<file path="src/hw/serial_link_defs.svh">
`ifndef SERIAL_LINK_DEFS_SVH
`define SERIAL_LINK_DEFS_SVH

// Link geometry
`define SL_NUM_LANES 4
`define SL_FLIT_W 12

// Receive FIFO depth, also the credits the transmitter starts with
`define SL_NUM_CREDITS 4

// Forwarded clock divider
`define SL_CLK_DIV_W 8
`define SL_CLK_DIV_RESET 8'd8

// Configuration register map
`define SL_ADDR_CTRL 2'd0
`define SL_ADDR_ISOLATED 2'd1
`define SL_ADDR_CLK_DIV 2'd2

// Clock enabled, out of reset, both directions isolated
`define SL_CTRL_RESET 4'b1111

`endif

</file>
<file path="src/hw/serial_link_pkg.sv">
`include "serial_link_defs.svh"

package serial_link_pkg;

  // One NoC flit as seen at the link ports
  typedef logic [`SL_FLIT_W-1:0] flit_t;

  // Header bit on top of the flit
  typedef logic [`SL_FLIT_W:0] payload_t;

  // Data flag, 2-bit credit return, payload (MSB first)
  typedef logic [$bits(payload_t)+2:0] frame_t;

  // Half a frame, two lane halves per beat
  typedef logic [2*`SL_NUM_LANES-1:0] beat_t;

  // What the lanes carry on one forwarded clock edge
  typedef logic [`SL_NUM_LANES-1:0] lane_t;

  // Wide enough for 0 to SL_NUM_CREDITS
  typedef logic [$clog2(`SL_NUM_CREDITS):0] credit_t;

endpackage

</file>
<file path="src/hw/serial_link_cfg_pkg.sv">
`include "serial_link_defs.svh"

package serial_link_cfg_pkg;

  // Register bus
  typedef logic [1:0] cfg_addr_t;
  typedef logic [7:0] cfg_data_t;

  // Half period of the forwarded clock in clk_i cycles
  typedef logic [`SL_CLK_DIV_W-1:0] clk_div_t;

  // Control register, LSB first: clk_ena, reset_n, isolate_in, isolate_out
  typedef logic [3:0] ctrl_t;

endpackage

</file>
<file path="src/hw/serial_link_cfg_regs.sv">
`include "serial_link_defs.svh"

module serial_link_cfg_regs
  import serial_link_cfg_pkg::*;
(
  input  logic       clk_i,
  input  logic       reset_i,
  input  logic       cfg_we_i,
  input  cfg_addr_t  cfg_addr_i,
  input  cfg_data_t  cfg_wdata_i,
  output cfg_data_t  cfg_rdata_o,
  input  logic [1:0] isolated_i,
  output clk_div_t   clk_div_o,
  output logic       clk_ena_o,
  output logic       reset_no,
  output logic [1:0] isolate_o
);

  ctrl_t    ctrl_q;
  clk_div_t clk_div_q;

  ////////////////////
  // Write side
  ////////////////////

  // The isolation status address has no storage behind it, writes to it
  // fall through to the default branch
  always_ff @(posedge clk_i) begin
    if (reset_i) begin
      ctrl_q    <= `SL_CTRL_RESET;
      clk_div_q <= `SL_CLK_DIV_RESET;
    end else if (cfg_we_i) begin
      case (cfg_addr_i)
        `SL_ADDR_CTRL: begin
          ctrl_q <= cfg_wdata_i[$bits(ctrl_t)-1:0];
        end
        `SL_ADDR_CLK_DIV: begin
          clk_div_q <= cfg_wdata_i;
        end
        default: begin
        end
      endcase
    end
  end

  ////////////////////
  // Read side
  ////////////////////

  always_comb begin
    cfg_rdata_o = '0;
    case (cfg_addr_i)
      `SL_ADDR_CTRL: begin
        cfg_rdata_o = cfg_data_t'(ctrl_q);
      end
      `SL_ADDR_ISOLATED: begin
        // Bit 0 is the inbound side, bit 1 the outbound side
        cfg_rdata_o = cfg_data_t'(isolated_i);
      end
      `SL_ADDR_CLK_DIV: begin
        cfg_rdata_o = cfg_data_t'(clk_div_q);
      end
      default: begin
        cfg_rdata_o = '0;
      end
    endcase
  end

  ////////////////////
  // Control outputs
  ////////////////////

  assign clk_ena_o = ctrl_q[0];
  assign reset_no  = ctrl_q[1];
  assign isolate_o = ctrl_q[3:2];   // {isolate_out, isolate_in}
  assign clk_div_o = clk_div_q;

endmodule

</file>
<file path="src/hw/serial_link_data_link.sv">
`include "serial_link_defs.svh"

module serial_link_data_link
  import serial_link_pkg::*;
(
  input  logic  clk_i,
  input  logic  reset_i,
  input  logic  flit_valid_i,
  input  flit_t flit_i,
  output logic  flit_ready_o,
  output logic  flit_valid_o,
  output flit_t flit_o,
  input  logic  flit_ready_i,
  output beat_t tx_beat_o,
  output logic  tx_beat_valid_o,
  input  logic  tx_beat_ready_i,
  input  beat_t rx_beat_i,
  input  logic  rx_beat_valid_i
);

  localparam int unsigned data_flag_bit = $bits(frame_t) - 1;
  localparam int unsigned ptr_w = $clog2(`SL_NUM_CREDITS);

  typedef enum logic [1:0] {
    st_idle,
    st_low_beat,
    st_high_beat
  } tx_state_e;

  // Transmit side
  tx_state_e  tx_state_q;
  frame_t     frame_q;
  flit_t      hold_flit_q;
  logic       hold_full_q;
  credit_t    credits_q;
  credit_t    owed_q;
  credit_t    owed_next;
  logic [1:0] ret_cnt;
  payload_t   launch_payload;
  logic       flit_accept;
  logic       tx_free;
  logic       launch_data;
  logic       launch_credit;
  logic       launch;

  // Receive side
  beat_t            rx_low_q;
  logic             rx_half_q;
  frame_t           rx_frame;
  logic             rx_frame_done;
  logic             rx_push;
  logic [1:0]       rx_ret;
  flit_t            fifo_mem_q [`SL_NUM_CREDITS];
  logic [ptr_w-1:0] wr_ptr_q;
  logic [ptr_w-1:0] rd_ptr_q;
  credit_t          fifo_cnt_q;
  logic             fifo_pop;

  ////////////////////
  // Transmit framing
  ////////////////////

  // One flit can wait for a credit, the next one is refused
  assign flit_ready_o = ~hold_full_q;
  assign flit_accept  = flit_valid_i & flit_ready_o;

  // Frame register is free when idle or when its last beat leaves this cycle
  assign tx_free = (tx_state_q == st_idle) |
                   ((tx_state_q == st_high_beat) & tx_beat_ready_i);

  // A pop this cycle already counts as owed, so its credit can ride the next frame
  assign fifo_pop  = flit_valid_o & flit_ready_i;
  assign owed_next = owed_q + credit_t'(fifo_pop);
  assign ret_cnt   = (owed_next > credit_t'(3)) ? 2'd3 : owed_next[1:0];

  // Data frames need a credit, credit-only frames go out whenever something is owed
  assign launch_data   = tx_free & (hold_full_q | flit_accept) & (credits_q != '0);
  assign launch_credit = tx_free & ~launch_data & (owed_next != '0);
  assign launch        = launch_data | launch_credit;

  // Header bit 0 marks the request channel
  always_comb begin
    launch_payload = '0;
    if (launch_data) begin
      launch_payload = {1'b0, (hold_full_q ? hold_flit_q : flit_i)};
    end
  end

  always_ff @(posedge clk_i) begin
    if (reset_i) begin
      hold_full_q <= 1'b0;
      credits_q   <= credit_t'(`SL_NUM_CREDITS);
      owed_q      <= '0;
    end else begin
      if (launch_data) begin
        hold_full_q <= 1'b0;
      end else if (flit_accept) begin
        hold_full_q <= 1'b1;
      end
      credits_q <= credits_q - credit_t'(launch_data) + credit_t'(rx_ret);
      owed_q    <= owed_next - (launch ? credit_t'(ret_cnt) : credit_t'(0));
    end
  end

  always_ff @(posedge clk_i) begin
    if (flit_accept) begin
      hold_flit_q <= flit_i;
    end
    if (launch) begin
      frame_q <= {launch_data, ret_cnt, launch_payload};
    end
  end

  ////////////////////
  // Beat split
  ////////////////////

  always_ff @(posedge clk_i) begin
    if (reset_i) begin
      tx_state_q <= st_idle;
    end else if (launch) begin
      tx_state_q <= st_low_beat;
    end else begin
      case (tx_state_q)
        st_low_beat: begin
          if (tx_beat_ready_i) begin
            tx_state_q <= st_high_beat;
          end
        end
        st_high_beat: begin
          if (tx_beat_ready_i) begin
            tx_state_q <= st_idle;
          end
        end
        default: begin
          tx_state_q <= st_idle;
        end
      endcase
    end
  end

  // Low beat first
  assign tx_beat_valid_o = (tx_state_q != st_idle);
  assign tx_beat_o = (tx_state_q == st_high_beat) ? frame_q[data_flag_bit -: $bits(beat_t)]
                                                  : frame_q[$bits(beat_t)-1:0];

  ////////////////////
  // Receive side
  ////////////////////

  assign rx_frame      = {rx_beat_i, rx_low_q};
  assign rx_frame_done = rx_beat_valid_i & rx_half_q;
  assign rx_push       = rx_frame_done & rx_frame[data_flag_bit];
  assign rx_ret        = rx_frame_done ? rx_frame[data_flag_bit-1 -: 2] : 2'd0;

  always_ff @(posedge clk_i) begin
    if (reset_i) begin
      rx_half_q <= 1'b0;
    end else if (rx_beat_valid_i) begin
      rx_half_q <= ~rx_half_q;
    end
  end

  always_ff @(posedge clk_i) begin
    if (rx_beat_valid_i && !rx_half_q) begin
      rx_low_q <= rx_beat_i;
    end
  end

  // Receive FIFO, never overflows as long as the far side respects credits
  always_ff @(posedge clk_i) begin
    if (reset_i) begin
      wr_ptr_q   <= '0;
      rd_ptr_q   <= '0;
      fifo_cnt_q <= '0;
    end else begin
      if (rx_push) begin
        wr_ptr_q <= wr_ptr_q + 1'b1;
      end
      if (fifo_pop) begin
        rd_ptr_q <= rd_ptr_q + 1'b1;
      end
      fifo_cnt_q <= fifo_cnt_q + credit_t'(rx_push) - credit_t'(fifo_pop);
    end
  end

  always_ff @(posedge clk_i) begin
    if (rx_push) begin
      fifo_mem_q[wr_ptr_q] <= rx_frame[$bits(flit_t)-1:0];
    end
  end

  assign flit_valid_o = (fifo_cnt_q != '0);
  assign flit_o       = fifo_mem_q[rd_ptr_q];

endmodule

</file>
<file path="src/hw/serial_link_physical.sv">
`include "serial_link_defs.svh"

module serial_link_physical
  import serial_link_pkg::*, serial_link_cfg_pkg::*;
(
  input  logic     clk_i,
  input  logic     reset_i,
  input  clk_div_t clk_div_i,
  input  beat_t    tx_beat_i,
  input  logic     tx_beat_valid_i,
  output logic     tx_beat_ready_o,
  output logic     ddr_rcv_clk_o,
  output lane_t    ddr_o,
  input  logic     ddr_rcv_clk_i,
  input  lane_t    ddr_i,
  output beat_t    rx_beat_o,
  output logic     rx_beat_valid_o
);

  typedef enum logic [1:0] {
    st_idle,
    st_low_half,
    st_high_half
  } tx_state_e;

  tx_state_e tx_state_q;
  clk_div_t  tx_cnt_q;
  clk_div_t  half_div;
  logic      tx_cnt_last;
  logic      tx_mid;
  logic      tx_accept;
  beat_t     tx_beat_q;
  lane_t     ddr_q;
  logic      rcv_clk_q;

  logic [1:0] rx_clk_sync_q;
  lane_t      rx_data_sync1_q;
  lane_t      rx_data_sync2_q;
  logic       rx_clk_prev_q;
  logic       rx_rise;
  logic       rx_fall;
  lane_t      rx_low_q;
  beat_t      rx_beat_q;
  logic       rx_valid_q;

  ////////////////////
  // Transmitter
  ////////////////////

  // Each half lasts clk_div cycles, the clock edge sits in its middle
  assign half_div    = clk_div_i >> 1;
  assign tx_cnt_last = (tx_cnt_q >= clk_div_i - clk_div_t'(1));
  assign tx_mid      = (tx_cnt_q == half_div - clk_div_t'(1));

  // Next beat can be taken on the last cycle of the high half, no gap on the wire
  assign tx_beat_ready_o = (tx_state_q == st_idle) ||
                           ((tx_state_q == st_high_half) && tx_cnt_last);
  assign tx_accept = tx_beat_valid_i & tx_beat_ready_o;

  always_ff @(posedge clk_i) begin
    if (reset_i) begin
      tx_state_q <= st_idle;
      tx_cnt_q   <= '0;
      ddr_q      <= '0;
      rcv_clk_q  <= 1'b0;
    end else if (tx_accept) begin
      tx_state_q <= st_low_half;
      tx_cnt_q   <= '0;
      ddr_q      <= tx_beat_i[`SL_NUM_LANES-1:0];
    end else begin
      case (tx_state_q)
        st_low_half: begin
          if (tx_mid) begin
            rcv_clk_q <= 1'b1;
          end
          if (tx_cnt_last) begin
            tx_state_q <= st_high_half;
            tx_cnt_q   <= '0;
            ddr_q      <= tx_beat_q[2*`SL_NUM_LANES-1:`SL_NUM_LANES];
          end else begin
            tx_cnt_q <= tx_cnt_q + clk_div_t'(1);
          end
        end
        st_high_half: begin
          if (tx_mid) begin
            rcv_clk_q <= 1'b0;
          end
          if (tx_cnt_last) begin
            tx_state_q <= st_idle;
            tx_cnt_q   <= '0;
          end else begin
            tx_cnt_q <= tx_cnt_q + clk_div_t'(1);
          end
        end
        default: begin
          // Forwarded clock parks low between beats
          rcv_clk_q <= 1'b0;
        end
      endcase
    end
  end

  always_ff @(posedge clk_i) begin
    if (tx_accept) begin
      tx_beat_q <= tx_beat_i;
    end
  end

  assign ddr_o         = ddr_q;
  assign ddr_rcv_clk_o = rcv_clk_q;

  ////////////////////
  // Receiver
  ////////////////////

  // Edges are found on the synchronized clock, not in its own domain
  assign rx_rise = rx_clk_sync_q[1] & ~rx_clk_prev_q;
  assign rx_fall = ~rx_clk_sync_q[1] & rx_clk_prev_q;

  always_ff @(posedge clk_i) begin
    if (reset_i) begin
      rx_clk_sync_q <= '0;
      rx_clk_prev_q <= 1'b0;
      rx_valid_q    <= 1'b0;
    end else begin
      rx_clk_sync_q <= {rx_clk_sync_q[0], ddr_rcv_clk_i};
      rx_clk_prev_q <= rx_clk_sync_q[1];
      rx_valid_q    <= rx_fall;
    end
  end

  // Lanes take the same two-flop path, so they line up with the clock
  always_ff @(posedge clk_i) begin
    rx_data_sync1_q <= ddr_i;
    rx_data_sync2_q <= rx_data_sync1_q;
    if (rx_rise) begin
      rx_low_q <= rx_data_sync2_q;
    end
    if (rx_fall) begin
      rx_beat_q <= {rx_data_sync2_q, rx_low_q};
    end
  end

  assign rx_beat_o       = rx_beat_q;
  assign rx_beat_valid_o = rx_valid_q;

endmodule

</file>
<file path="src/hw/serial_link.sv">
module serial_link
  import serial_link_pkg::*, serial_link_cfg_pkg::*;
(
  input  logic       clk_i,
  input  logic       reset_i,
  input  logic       flit_valid_i,
  input  flit_t      flit_i,
  output logic       flit_ready_o,
  output logic       flit_valid_o,
  output flit_t      flit_o,
  input  logic       flit_ready_i,
  input  logic       cfg_we_i,
  input  cfg_addr_t  cfg_addr_i,
  input  cfg_data_t  cfg_wdata_i,
  output cfg_data_t  cfg_rdata_o,
  input  logic       ddr_rcv_clk_i,
  output logic       ddr_rcv_clk_o,
  input  lane_t      ddr_i,
  output lane_t      ddr_o,
  input  logic [1:0] isolated_i,
  output logic [1:0] isolate_o,
  output logic       clk_ena_o,
  output logic       reset_no
);

  clk_div_t clk_div;
  beat_t    tx_beat;
  logic     tx_beat_valid;
  logic     tx_beat_ready;
  beat_t    rx_beat;
  logic     rx_beat_valid;

  ////////////////////
  // Configuration
  ////////////////////

  serial_link_cfg_regs u_cfg_regs (
    .clk_i       ( clk_i       ),
    .reset_i     ( reset_i     ),
    .cfg_we_i    ( cfg_we_i    ),
    .cfg_addr_i  ( cfg_addr_i  ),
    .cfg_wdata_i ( cfg_wdata_i ),
    .cfg_rdata_o ( cfg_rdata_o ),
    .isolated_i  ( isolated_i  ),
    .clk_div_o   ( clk_div     ),
    .clk_ena_o   ( clk_ena_o   ),
    .reset_no    ( reset_no    ),
    .isolate_o   ( isolate_o   )
  );

  ////////////////////
  // Data link layer
  ////////////////////

  serial_link_data_link u_data_link (
    .clk_i           ( clk_i         ),
    .reset_i         ( reset_i       ),
    .flit_valid_i    ( flit_valid_i  ),
    .flit_i          ( flit_i        ),
    .flit_ready_o    ( flit_ready_o  ),
    .flit_valid_o    ( flit_valid_o  ),
    .flit_o          ( flit_o        ),
    .flit_ready_i    ( flit_ready_i  ),
    .tx_beat_o       ( tx_beat       ),
    .tx_beat_valid_o ( tx_beat_valid ),
    .tx_beat_ready_i ( tx_beat_ready ),
    .rx_beat_i       ( rx_beat       ),
    .rx_beat_valid_i ( rx_beat_valid )
  );

  ////////////////////
  // Physical layer
  ////////////////////

  serial_link_physical u_physical (
    .clk_i           ( clk_i         ),
    .reset_i         ( reset_i       ),
    .clk_div_i       ( clk_div       ),
    .tx_beat_i       ( tx_beat       ),
    .tx_beat_valid_i ( tx_beat_valid ),
    .tx_beat_ready_o ( tx_beat_ready ),
    .ddr_rcv_clk_o   ( ddr_rcv_clk_o ),
    .ddr_o           ( ddr_o         ),
    .ddr_rcv_clk_i   ( ddr_rcv_clk_i ),
    .ddr_i           ( ddr_i         ),
    .rx_beat_o       ( rx_beat       ),
    .rx_beat_valid_o ( rx_beat_valid )
  );

endmodule

</file>
<file path="config.mk">
export PLATFORM = sky130hd
export DESIGN_NAME = serial_link
export DESIGN_NICKNAME = d
export VERILOG_FILES = /design/src/hw/serial_link_pkg.sv /design/src/hw/serial_link_cfg_pkg.sv /design/src/hw/serial_link_cfg_regs.sv /design/src/hw/serial_link_data_link.sv /design/src/hw/serial_link_physical.sv /design/src/hw/serial_link.sv
export VERILOG_INCLUDE_DIRS = /design/src /design/src/hw
export SDC_FILE = /design/constraint.sdc
export NUM_CORES = 1
export LEC_CHECK = 0
export ABC_CLOCK_PERIOD_IN_PS = 5900
export BUFFER_PORTS_ARGS = -buffer_cell sky130_fd_sc_hd__buf_2
export CORE_ASPECT_RATIO = 2
export CORE_MARGIN = 2
export CORE_UTILIZATION = 50
export CTS_CLUSTER_SIZE = 8
export DETAILED_ROUTE_END_ITERATION = 10
export HOLD_SLACK_MARGIN = 0.08
export PLACE_DENSITY = 0.69
export RECOVER_POWER = 100
export SYNTH_ARGS = -nofsm -noshare
export SYNTH_HDL_FRONTEND = slang
export SYNTH_SLANG_ARGS = --single-unit
</file>
<file path="constraint.sdc">
create_clock -name clk_i -period 5.9 [get_ports clk_i]
set_clock_uncertainty 0.2 [all_clocks]
set_input_delay 1.475 -clock clk_i [delete_from_list [all_inputs] [get_ports clk_i]]
set_output_delay 1.475 -clock clk_i [all_outputs]
set_load 0.02 [all_outputs]
</file>
; Word-level counts from Yosys, hierarchy flattened
; Memory sizes are Yosys's and may differ from the RTL's. A register that Yosys moved wholly into a read port is not among the register bits.
; Index checks and enable logic that the tools add are counted.
[totals]
register_bits = 112
mem_bits_rw = 48
in_bits = 34
output_inout_bits = 31
elab_cells = 132
memories = 1
[op_classes]
addsub = 11
order_cmp = 2
eq_ne = 17
mux = 25
bitwise_logic = 21
n_reduce_logical = 27
[memory_table]
columns = name, depth, word_bits, read_ports, rd_clocked_by_memory_dff, write_ports, line_no
row1 = u_data_link.fifo_mem_q, 4, 12, 1, 1, 1, serial_link_data_link.sv:53  ; flit_t fifo_mem_q [`SL_NUM_CREDITS];
[op_table]
columns = cell, count
row1 = $pmux 8 s3, 1
row2 = $mux 2, 9
row3 = $mux 8, 2
row4 = $and 1x1->1, 12
row5 = $mux 12, 1
row6 = $mux 4, 3
row7 = $ne 2x1->1 const B, 6
row8 = $ne 3x1->1 const B, 4
row9 = $reduce_bool 3->1, 4
row10 = $reduce_and 2->1, 5
row11 = $reduce_and 3->1, 3
row12 = $add 8x1->8 const B, 1
row13 = $eq 8x8->1, 1
row14 = $ge 8x8->1, 1
row15 = $pmux 2 s2, 2
row16 = $reduce_bool 2->1, 4
row17 = $reduce_or 2->1, 4
row18 = $sub 7x1->8 const B, 1
row19 = $sub 8x1->8 const B, 1
row20 = $add 3x1->3, 2
row21 = $eq 2x1->1 const B, 3
row22 = $eq 2x2->1 const B, 3
row23 = $logic_not 2->1, 3
row24 = $mux 1, 6
row25 = other kinds (11), 21

; Longest topological paths before layout
; Gate-level depths: netlist of the first run.
[depth]
depth_word = 14
depth_mapped = 20
ltp_nobuf = 19

; Cells and area by module
; From an unflattened synthesis of the first run, not the netlist that was laid out.
[unflattened]
cells_unflattened = 501
hier_area_um2 = 6781.5
[modules_own_cells]
columns = mod, n_inst, cells_per_inst, area_each_um2, seq_area_each_um2
row1 = serial_link_data_link, 1, 243, 4076.4, 2872.8
row2 = serial_link_physical, 1, 190, 2053.2, 1021.0
row3 = serial_link_cfg_regs, 1, 68, 651.9, 240.2

; Worst setup path after synthesis of the first run
; Ideal clock, no wire load.
[synth_timing]
kind = in2out
from = input port cfg_addr_i[1]
to = output port cfg_rdata_o[0]
arrival_ps = 2549
required_ps = 4225
path_slack_ps = 1676
cell_stages = 5
path_buffers = 2
path_cell_list = clkbuf_1 -> nor2b_1 -> clkbuf_1 -> nand2_1 -> o21ai_0
[synth_via]
elab_chain_cells = 2
word_cells_on_any_way = 4
cone_classes = 2 x eq/ne / 1 x mux / 1 x reduce/logical
[synth_rtl]
columns = item, line_no
row1 = from (decl), serial_link.sv:13  ; input cfg_addr_t cfg_addr_i,
row2 = $eq 2x2->1 (tied with other cells), serial_link_cfg_regs.sv:52  ; case (cfg_addr_i)
row3 = $pmux 8 s3 (*), serial_link_cfg_regs.sv:52
row4 = to (decl), serial_link.sv:15  ; output cfg_data_t cfg_rdata_o,
; Every way passes the cells marked *; elsewhere a longest branch is shown, timed or not.

; Worst setup path in the final report of the first run
[layout_timing]
from = register u_cfg_regs.clk_div_q[1], in the netlist u_cfg_regs.clk_div_o[1]
to = register u_data_link.credits_q[1]
[layout_via]
elab_chain_cells = 10
[layout_rtl]
columns = item, line_no
row1 = from (decl), serial_link_cfg_regs.sv:20  ; clk_div_t clk_div_q;
row2 = from (signal assigned), serial_link_cfg_regs.sv:31  ; clk_div_q <= `SL_CLK_DIV_RESET;
row3 = from (signal assigned), serial_link_cfg_regs.sv:38  ; clk_div_q <= cfg_wdata_i;
row4 = $sub 8x1->8, serial_link_physical.sv:52  ; assign tx_cnt_last = (tx_cnt_q >= clk_div_i - clk_div_t'(1));
row5 = $ge 8x8->1, serial_link_physical.sv:52
row6 = $logic_and 1x1->1, serial_link_physical.sv:57  ; ((tx_state_q == st_high_half) && tx_cnt_last);
row7 = $logic_or 1x1->1, serial_link_physical.sv:56  ; assign tx_beat_ready_o = (tx_state_q == st_idle) ||
row8 = $and 1x1->1, serial_link_data_link.sv:69  ; ((tx_state_q == st_high_beat) & tx_beat_ready_i);
row9 = $or 1x1->1, serial_link_data_link.sv:68  ; assign tx_free = (tx_state_q == st_idle) |
row10 = $and 1x1->1 (2 in a row), serial_link_data_link.sv:77  ; assign launch_data = tx_free & (hold_full_q | flit_accept) & (credits_q != '0);
row11 = net u_data_link.launch_data, serial_link_data_link.sv:42  ; logic launch_data;
row12 = $sub 3x1->3, serial_link_data_link.sv:100  ; credits_q <= credits_q - credit_t'(launch_data) + credit_t'(rx_ret);
row13 = $add 3x2->3, serial_link_data_link.sv:100
row14 = to (signal assigned), serial_link_data_link.sv:92  ; credits_q <= credit_t'(`SL_NUM_CREDITS);
row15 = to (signal assigned), serial_link_data_link.sv:100
row16 = to (decl), serial_link_data_link.sv:35  ; credit_t credits_q;
; The timed path passes the listed nets, and every way through them passes these cells.
; A chain may end at the register's enable or synchronous reset.

==> impl_metrics.tcl, run 1 <==
set metrics [dict create \
    synth_fp_nets 567 \
    setup_ws_ps 1290 \
    grt_pass1_vias 4124 \
    cp_num_buf_inv 3 \
    wl_um 11500 \
    crit_path_end_kind "flop" \
    min_period_ps 4610 \
    cts-resized-gates 0 \
    place_ws_ps 1330 \
    grt_max_degree 35 \
    fmax_mhz 217 \
    seq_area_frac_synth 0.625 \
    reg2regPathDepth 18 \
    io_pins 65 \
    crit_fanout 13 \
    ir_drop_uv 290 \
    area_growth_pct 14.9 \
    cts_buffer_depth 2 \
    diodes 0 \
    antenna_left 0 \
    slew-limit-headroom -0.0610 \
    cp_data_required_time_ps 5950 \
    dp_hpwl_um 8500 \
    drive_gt1_frac 0.135 \
    vias_per_cell 5.38 \
    layout.cells.non_filler 728 \
    clock_sinks 157 \
    leakagePower_nw 2.84 \
    die_area_um2 14200 \
    drtIter0Drc 243 \
    antenna_found_initial 0 \
    worstSetupPathType "flop to flop" \
    grt.total_usage 0.175 \
    critPathSlowestCell "fa_1" \
    drv_cap 1 \
    setup_tns_ps 0 \
    num_rows 59 \
    final_hold_viol_count 0 \
    synth.avg_cell_area_um2 13.2 \
    cts_made_buffers 17 \
    nNetsFinal 628 \
    die_y_um 167 \
    worstMarginPinSlew_ps 1590 \
    synth_warnings 0 \
    clk_latency_ps 420 \
    drc 0 \
    grt_setup_unrepaired "no" \
    cp_data_arrival_time_ps 4660 \
    grt_pass1_wl_um 19100 \
    placedCellCount 696 \
    grt_overflow_total 0 \
    syn_inst 502 \
    tritoncts "done" \
    holdPathStages 0 \
    yosys_register_bits 157 \
    wire_per_inst_um 15.9 \
    violations "max-capacitance violations, max-slew violations" \
    initial_core_util 0.509 \
    clk_pin_slew_ps 70 \
    cp_cell_sequence "inv_1 -> ha_1 -> nor3b_1 -> nor3b_1 -> nand2_1 -> xnor2_1 -> ha_1 -> o21a_1 -> nand2_1 -> a31o_2 -> o21ai_0 -> nand2_1 -> inv_1 -> ha_1 -> inv_1 -> ha_1 -> fa_1 -> nor2b_1" \
    synth.distinct_cells 44 \
    r2r_start "u_cfg_regs.clk_div_o[1]" \
    status "complete, but fails checks" \
    core_um2 13000 \
    synth_area_um2 6620 \
    regToRegEndpoint "u_data_link.credits_q[1]" \
    cp_top_family "simple AND/OR/NAND/NOR gates" \
    setup_viol 0 \
    fillers 1073 \
    p_per_area_nw_per_um2 448 \
    cp.depth 18 \
    post-route-period-util 0.781 \
    cts-root-buf "clkbuf_16" \
    drt-pass1-iter-count 4 \
    hp-class "flop to flop" \
    worstHoldStart "u_physical.rx_data_sync1_q[2]" \
    post-cts-setup-buffers 0 \
    start_kind "flop" \
    io_buffers 64 \
    holdWs_ps 128 \
    holdBufCountCts 0 \
    gp_congestion 0.825 \
    htree_levels 4 \
    fp.dieW_um 85.4 \
    reg2reg_slack_ps 1290 \
    max_stage_delay_ps 390 \
    slew_violations 35 \
    fin_util 0.585 \
    min_to "u_physical.rx_data_sync2_q[2]" \
    vias 3914 \
    crit_top_cell "ha_1" \
]
area by class of cell:
type                            instances  area (um2)  share of cell area
Clock inverter                         15         185              0.0244
Clock buffer                           17         425              0.0559
Multi-Input combinational cell        296        2290               0.301
Timing Repair Buffer                   65         282              0.0370
Tap cell                              152         190              0.0250
Inverter                               26        97.6              0.0128
Sequential cell                       157        4130               0.544
cells in the final DEF (no fill, tap or decap), types with 2 or more instances in the layout:
master / instances
inv_8: 7
nand2_1: 28
a21oi_1: 14
nor3b_1: 5
nor2_1: 48
o211a_1: 2
nand2b_1: 3
clkinv_4: 2
clkbuf_16: 17
o21a_1: 3
xor2_1: 14
a21o_1: 5
mux2i_1: 30
mux4_2: 12
inv_1: 26
nand3_1: 12
clkinv_8: 5
o211ai_1: 2
o21ai_0: 8
and2_1: 4
and2_0: 7
and3_1: 4
nor3_1: 5
mux2_1: 2
dfxtp_1: 58
xnor2_1: 19
clkbuf_1: 35
edfxtp_1: 99
or3_1: 4
fa_1: 3
nand4_1: 4
ha_1: 28
nor2b_1: 16
buf_2: 30
registers in the layout (all words and copies together) (netlist names), 8 cells and up, named ones only:
register and cells:
u_physical.tx_cnt_q 8, u_data_link.hold_flit_q 12, u_data_link.fifo_mem_q 48, u_data_link.rx_low_q 8, u_cfg_regs.clk_div_o 8, u_physical.rx_beat_o 8
u_data_link.frame_q 15
worst max-delay path by stage:
stage | startpoint | endpoint
final | u_cfg_regs.clk_div_o[1] | u_data_link.credits_q[1]
after global routing | u_cfg_regs.clk_div_o[1] | u_data_link.credits_q[1]
after CTS | u_cfg_regs.clk_div_o[1] | u_data_link.credits_q[2]
after detailed placement | u_cfg_regs.clk_div_o[1] | u_data_link.credits_q[2]
after global placement | u_cfg_regs.clk_div_o[1] | u_data_link.credits_q[1]
after floorplan | cfg_addr_i[1] | cfg_rdata_o[0]
cells in the mapped netlist:
master     number  area (um2)
dfxtp_1        58        1160
clkbuf_2        1        5.00
edfxtp_1       99        2970
a211oi_1        1        7.51
nand2b_1        3        18.8
a221oi_1        1        8.76
or4_1           1        7.51
a31o_2          1        8.76
xor2_1         14         123
inv_1          26        97.6
clkbuf_1       19        71.3
a211o_1         1        8.76
nor2_1         48         180
and4_1          1        8.76
or4b_1          1        10.0
nand3_1        12        60.1
nand4_1         4        25.0
nand2_1        28         105
or3_1           4        25.0
a211oi_2        1        12.5
mux2i_1        30         300
buf_6           1        11.3
and2_1         11        68.8
and3_1          4        25.0
o21a_1          3        22.5
or2_2           1        6.26
nor3b_1         5        37.5
o31a_1          1        8.76
mux2_2          3        33.8
o211a_1         2        20.0
a21o_1          5        37.5
a21oi_1        14        70.1
o21ai_0         8        40.0
mux4_2         12         270
xnor2_1        19         166
o31ai_1         1        7.51
nor2b_1        16         100
a2111oi_0       1        8.76
nor3_1          5        25.0
ha_1           28         350
nand3b_1        1        7.51
o211ai_1        2        15.0
buf_1           2        7.51
fa_1            3        60.1
kinds of logic after synthesis:
| family | Yosys count | share of synthesized area |
|---|---|---|
| and+or+nand+nor | 145 | 0.107 |
| adders and majority gates | 31 | 0.0620 |
| muxes | 45 | 0.0913 |
| DFF | 157 | 0.625 |
| AOI/OAI and AO/OA | 42 | 0.0418 |
| xor gates and xnor gates | 33 | 0.0437 |
| buffers and inverters | 49 | 0.0291 |
worst reg2reg max path, cell delays in order (launching register included):
cell and delay (ps):
dfxtp_1 350, inv_1 110, ha_1 220, nor3b_1 360, nor3b_1 350, nand2_1 120
xnor2_1 140, ha_1 300, o21a_1 140, nand2_1 60, a31o_2 210, o21ai_0 350
nand2_1 370, inv_1 180, ha_1 250, inv_1 60, ha_1 160, fa_1 400
nor2b_1 130
power breakdown:
group	leakage, nW	internal (W)	switching, W
sequential	1.40	0.00137	0.000118
combinational	1.14	0.000349	0.000487
clock	0.295	0.000576	0.000500
per-stage QoR:
stage	power, W	area [um2]
4_1_cts	0.00348	7650
3_5_place_dp	0.00240	7040
5_1_grt	0.00361	7600
2_1_floorplan	0.00215	6620
6_report	0.00340	7600
3_3_place_gp	0.00235	7040
routing by layer:
metal	vias to the layer above	global-route usage	share of wire
li1	1906	-	-
met1	1893	0.165	0.36
met2	91	0.337	0.58
met3	24	0.0367	0.036
met4	0	0.0904	0.029
met5	-	0	0
No activity file was read; power rests on OpenSTA's default activity.
==> inputs of run 2 (changes only) <==
ABC_CLOCK_PERIOD_IN_PS = 4300   (was 5900)
clock period = 4.3 ns   (was 5.9 ns; I/O delays follow)
==> run 2 against run 1 <==
  * The run still ends with max-capacitance violations, max-slew violations left
  * Final cell count is 0.96% higher
  * Worst hold slack worse by 0.92 ps
  * Sequential share of layout area is 0.25 points lower
  * Sequential power is 38% higher
  * Largest power group unchanged
  * Cell area is 0.46% higher
  * Die area stayed put
  * Via count is 1.2% lower
  * Non-clock buffer count is 7 higher
  * Total power is 38% higher
  * Global-route usage is 0.33 points lower
  * Combinational power is 39% higher
==> impl_metrics.tcl, run 2 (synthesis results as in run 1) <==
set metrics [dict create \
    min_to "u_physical.rx_data_sync2_q[1]" \
    drt-pass1-iter-count 5 \
    grt_pass1_vias 4108 \
    io_buffers 64 \
    slew-limit-headroom -0.0797 \
    clk_latency_ps 420 \
    worstMarginPinSlew_ps 1620 \
    antenna_found_initial 0 \
    final_hold_viol_count 0 \
    violations "max-capacitance violations, max-slew violations" \
    num_rows 59 \
    post-route-period-util 0.919 \
    slew_violations 35 \
    post-route-cell-area_um2 7640 \
    dp_hpwl_um 8330 \
    reg2regPathDepth 19 \
    worstSetupPathType "flop to flop" \
    setup_viol 0 \
    crit_top_cell "ha_1" \
    max_stage_delay_ps 400 \
    holdPathStages 0 \
    hp-class "flop to flop" \
    clk_pin_slew_ps 70 \
    cp_top_family "adder cells" \
    drv_cap 1 \
    drtIter0Drc 188 \
    cp_data_required_time_ps 4380 \
    r2r_start "u_cfg_regs.clk_div_o[1]" \
    largest_register_ffs 48 \
    cp_cell_sequence "inv_1 -> ha_1 -> nor3b_2 -> clkbuf_1 -> nand2_1 -> xor2_1 -> ha_1 -> a211o_1 -> a21oi_1 -> o211a_1 -> o21ai_0 -> nand2_1 -> inv_1 -> ha_1 -> inv_1 -> ha_1 -> fa_1 -> xnor2_1 -> nand2_1" \
    crit_path_end_kind "flop" \
    antenna_left 0 \
    cts_made_buffers 17 \
    cts-resized-gates 0 \
    regToRegEndpoint "u_data_link.credits_q[2]" \
    final_common_cell "edfxtp_1" \
    layout_common_cells "edfxtp_1, dfxtp_1, nor2_1, clkbuf_1, mux2i_1" \
    cts-root-buf "clkbuf_16" \
    nNetsFinal 635 \
    grt_setup_unrepaired "no" \
    htree_levels 4 \
    cp_num_buf_inv 4 \
    crit_fanout 5 \
    grt_max_degree 35 \
    setup_tns_ps 0 \
    worstHoldStart "u_physical.rx_data_sync1_q[1]" \
    initial_core_util 0.509 \
    reg_top3 "u_data_link.fifo_mem_q x48, u_data_link.frame_q x15, u_data_link.hold_flit_q x12" \
    tritoncts "done" \
    holdBufCountCts 0 \
    vias 3868 \
    top_register "u_data_link.fifo_mem_q" \
    grt_pass1_wl_um 18900 \
    area_growth_pct 15.4 \
    clock_sinks 157 \
    start_kind "flop" \
    wl_um 11600 \
    cp_data_arrival_time_ps 4030 \
    die_y_um 167 \
    fmax_mhz 253 \
    p_per_area_nw_per_um2 615 \
    vias_per_cell 5.26 \
    ir_drop_uv 630 \
    leakagePower_nw 2.86 \
    post-cts-setup-buffers 0 \
    diodes 0 \
    die_area_um2 14200 \
    wire_per_inst_um 15.7 \
    grt.total_usage 0.171 \
    critPathSlowestCell "dfxtp_1" \
    io_pins 65 \
    status "complete, but fails checks" \
    cts_buffer_depth 2 \
    min_period_ps 3950 \
    core_um2 13000 \
    gp_congestion 0.802 \
    reg2reg_slack_ps 350 \
    fin_util 0.588 \
    fp.dieW_um 85.4 \
    grt_overflow_total 0 \
    drive_gt1_frac 0.139 \
    dpl_cell_area_um2 7090 \
    drc 0 \
]
run 2: cell count changes in the layout (fill, tap and decap cells not counted), moves of 2 or more:
| cell | delta |
|---|---|
| inv_8 | -3 |
| buf_4 | +3 |
| and2_1 | +2 |
| and2_0 | -2 |
| clkinv_8 | -2 |
| clkbuf_1 | +5 |
| inv_6 | +3 |
run 2: metrics by stage:
step                      power, W  cells  hold WS, ps  setup WS (ps)
after floorplan            0.00294    502          110           82.4
after global placement     0.00325    703          110            395
after detailed placement   0.00330    703          112            289
after CTS                  0.00480    735          128            260
after global routing       0.00496    735          147           44.0
final                      0.00469    735          127            346
run 2: area by class of cell:
| cell class | count | area (um2) |
|---|---|---|
| multi-input cells | 296 | 2300 |
| well taps | 152 | 190 |
| clock buffers | 17 | 425 |
| clock inverters | 15 | 179 |
| repair buffers | 72 | 318 |
| fillers | 1073 | 5350 |
| inverters | 26 | 97.6 |
| flip-flops and latches | 157 | 4130 |
run 2: worst reg2reg max path, cell delays in order (launching register included):
cell	delay, ps
dfxtp_1	400
inv_1	100
ha_1	240
nor3b_2	170
clkbuf_1	120
nand2_1	70
xor2_1	180
ha_1	280
a211o_1	300
a21oi_1	170
o211a_1	200
o21ai_0	110
nand2_1	90
inv_1	60
ha_1	270
inv_1	40
ha_1	190
fa_1	390
xnor2_1	170
nand2_1	70
run 2: how the worst max path moves through the flow:
stage | slack, ps | end | depth (start not counted) | startpoint
3_3_place_gp | 390 | u_data_link.credits_q[2] | 19 | u_cfg_regs.clk_div_o[1]
3_5_place_dp | 290 | u_data_link.credits_q[2] | 19 | u_cfg_regs.clk_div_o[1]
4_1_cts | 260 | u_data_link.credits_q[2] | 19 | u_cfg_regs.clk_div_o[1]
5_1_grt | 40 | u_data_link.credits_q[2] | 19 | u_cfg_regs.clk_div_o[1]
2_1_floorplan | 80 | u_data_link.credits_q[2] | 20 | u_cfg_regs.clk_div_o[1]
6_report | 350 | u_data_link.credits_q[2] | 19 | u_cfg_regs.clk_div_o[1]
run 2: where the power goes:
| part | leakage (nW) | switching, W | internal, W | total, W |
|---|---|---|---|---|
| Combinational | 1.17 | 0.000671 | 0.000489 | 0.00116 |
| Sequential | 1.40 | 0.000161 | 0.00188 | 0.00205 |
| Clock | 0.292 | 0.000657 | 0.000832 | 0.00149 |
run 2: routing by layer:
metal  GRT usage  routed length, um
met1       0.167               4280
met2       0.320               6520
met3      0.0401                394
met4      0.0932                371
met5           0                  0
==> inputs of run 3 (changes only) <==
CORE_ASPECT_RATIO = default   (was 2)
SLEW_MARGIN = 20   (was default)
==> run 3 against run 2 <==
  * The run still ends with max-capacitance violations, max-slew violations left
  * Wire length down 5.8%
  * Critical path depth unchanged
  * Final cell count up 3.0%
  * Critical endpoint unchanged
  * Total power rose by 0.61%
  * Global-route usage down 0.31 points
  * Sequential cell count stayed put
  * Die area decreased by 0.39%
  * Sequential share of layout area down 0.46 points
==> impl_metrics.tcl, run 3 (synthesis results as in run 1) <==
set metrics [dict create \
    largest_register_ffs 48 \
    clk_latency_ps 420 \
    top_register "u_data_link.fifo_mem_q" \
    cp_cell_sequence "inv_1 -> ha_1 -> nor3b_4 -> nor3b_4 -> nand2_1 -> xnor2_1 -> ha_1 -> o21a_1 -> a21oi_1 -> o211a_1 -> o21ai_0 -> nand2_1 -> inv_1 -> ha_1 -> inv_1 -> ha_1 -> fa_1 -> xnor2_1 -> nand2_1" \
    antenna_found_initial 0 \
    drc 0 \
    r2r_start "u_cfg_regs.clk_div_o[1]" \
    layout.cells.non_filler 757 \
    vias_per_cell 5.04 \
    crit_path_end_kind "flop" \
    critPathLaunch "u_cfg_regs.clk_div_o[1]" \
    placedCellCount 725 \
    reg2reg_slack_ps 350 \
    die_y_um 119 \
    hp-class "flop to flop" \
    nNetsFinal 633 \
    worstSetupPathType "flop to flop" \
    cts_buffer_depth 2 \
    fillers 1069 \
    cp_num_buf_inv 3 \
    status "complete, but fails checks" \
    grt_max_degree 35 \
    vias 3812 \
    drive_gt1_frac 0.172 \
    final_common_cell "edfxtp_1" \
    drtIter0Drc 205 \
    gp_congestion 0.813 \
    setup_ws_ps 353 \
    leakagePower_nw 2.91 \
    clk_pin_slew_ps 60 \
    die_area_um2 14200 \
    regToRegEndpoint "u_data_link.credits_q[2]" \
    cp.depth 19 \
    clock_sinks 157 \
    layout_common_cells "edfxtp_1, dfxtp_1, nor2_1, buf_2, mux2i_1" \
    p_per_area_nw_per_um2 613 \
    wl_um 10900 \
    min_period_ps 3950 \
    place_ws_ps 158 \
    cts-root-buf "clkbuf_16" \
    cts_made_buffers 17 \
    crit_fanout 5 \
    drt-pass1-iter-count 5 \
    reg_top3 "u_data_link.fifo_mem_q x48, u_data_link.frame_q x15, u_data_link.hold_flit_q x12" \
    post-cts-setup-buffers 0 \
    cp_data_required_time_ps 4390 \
    core_um2 13100 \
    critPathSlowestCell "fa_1" \
    post-route-period-util 0.918 \
    crit_top_cell "ha_1" \
    cp_top_family "adder cells" \
    antenna_left 0 \
    drv_cap 1 \
    wire_per_inst_um 14.4 \
    final_hold_viol_count 0 \
    worstMarginPinSlew_ps 1560 \
    slew_violations 35 \
    setup_viol 0 \
    initial_core_util 0.506 \
    cp-endpoint "u_data_link.credits_q[2]" \
    slew-limit-headroom -0.0376 \
    grt_pass1_wl_um 18400 \
    num_rows 42 \
    fp.dieW_um 119 \
    ir_drop_uv 323 \
    dp_hpwl_um 7520 \
    max_stage_delay_ps 380 \
    grt.total_usage 0.168 \
    io_pins 65 \
    grt_overflow_total 0 \
    violations "max-capacitance violations, max-slew violations" \
    start_kind "flop" \
    area_growth_pct 16.4 \
    reg2regPathDepth 19 \
    io_buffers 64 \
    tritoncts "done" \
    diodes 0 \
    fmax_mhz 253 \
    cp_data_arrival_time_ps 4040 \
    grt_pass1_vias 3886 \
    htree_levels 4 \
]
## run 3: per-stage QoR
| stage | setup TNS (ps) | instance area [um2] | hold slack, ps | utilization | total power, W |
|---|---|---|---|---|---|
| floorplan | 0 | 6620 | 110 | - | 0.00294 |
| global placement | 0 | 7110 | 112 | 0.543 | 0.00322 |
| detailed placement | 0 | 7110 | 112 | 0.543 | 0.00327 |
| CTS | 0 | 7710 | 126 | 0.589 | 0.00479 |
| global route | -15.4 | 7700 | 133 | 0.589 | 0.00502 |
| finish | 0 | 7700 | 128 | 0.589 | 0.00472 |
## run 3: area by class of cell
type,count,area [um2],share of cell area
multi-input combinational,296,2310,0.300
timing repair buffer,70,340,0.0442
inverter,26,97.6,0.0127
clock inverter,13,166,0.0216
tap,176,220,0.0286
sequential,157,4130,0.537
clock buffer,19,433,0.0562
## run 3: where the power goes
group          internal, W  switching (W)
clock             0.000917       0.000585
combinational     0.000524       0.000656
sequential         0.00188       0.000159
total              0.00332        0.00140
## run 3: worst min path at each step
stage                               endpoint                     startpoint  cells after the start
6_report       u_physical.rx_data_sync2_q[3]  u_physical.rx_data_sync1_q[3]                      0
5_1_grt        u_physical.rx_data_sync2_q[0]  u_physical.rx_data_sync1_q[0]                      0
4_1_cts        u_physical.rx_data_sync2_q[3]  u_physical.rx_data_sync1_q[3]                      0
3_5_place_dp   u_physical.rx_data_sync2_q[3]  u_physical.rx_data_sync1_q[3]                      0
3_3_place_gp   u_physical.rx_data_sync2_q[3]  u_physical.rx_data_sync1_q[3]                      0
2_1_floorplan  u_physical.rx_data_sync2_q[0]  u_physical.rx_data_sync1_q[0]                      0
## run 3: repair_timing
item / CTS / global route
endpoints found under the setup margin: 0 / 3
endpoints found under the hold margin: 0 / 0
hold buffers: 0 / 0
gates resized for setup: 0 / 4
## run 3: routing by layer
metal	global-route usage	vias to the layer above	share of wire
li1	-	1906	-
met1	0.211	1813	0.45
met2	0.273	84	0.49
met3	0.0465	9	0.047
met4	0.0766	0	0.010
met5	0	-	0
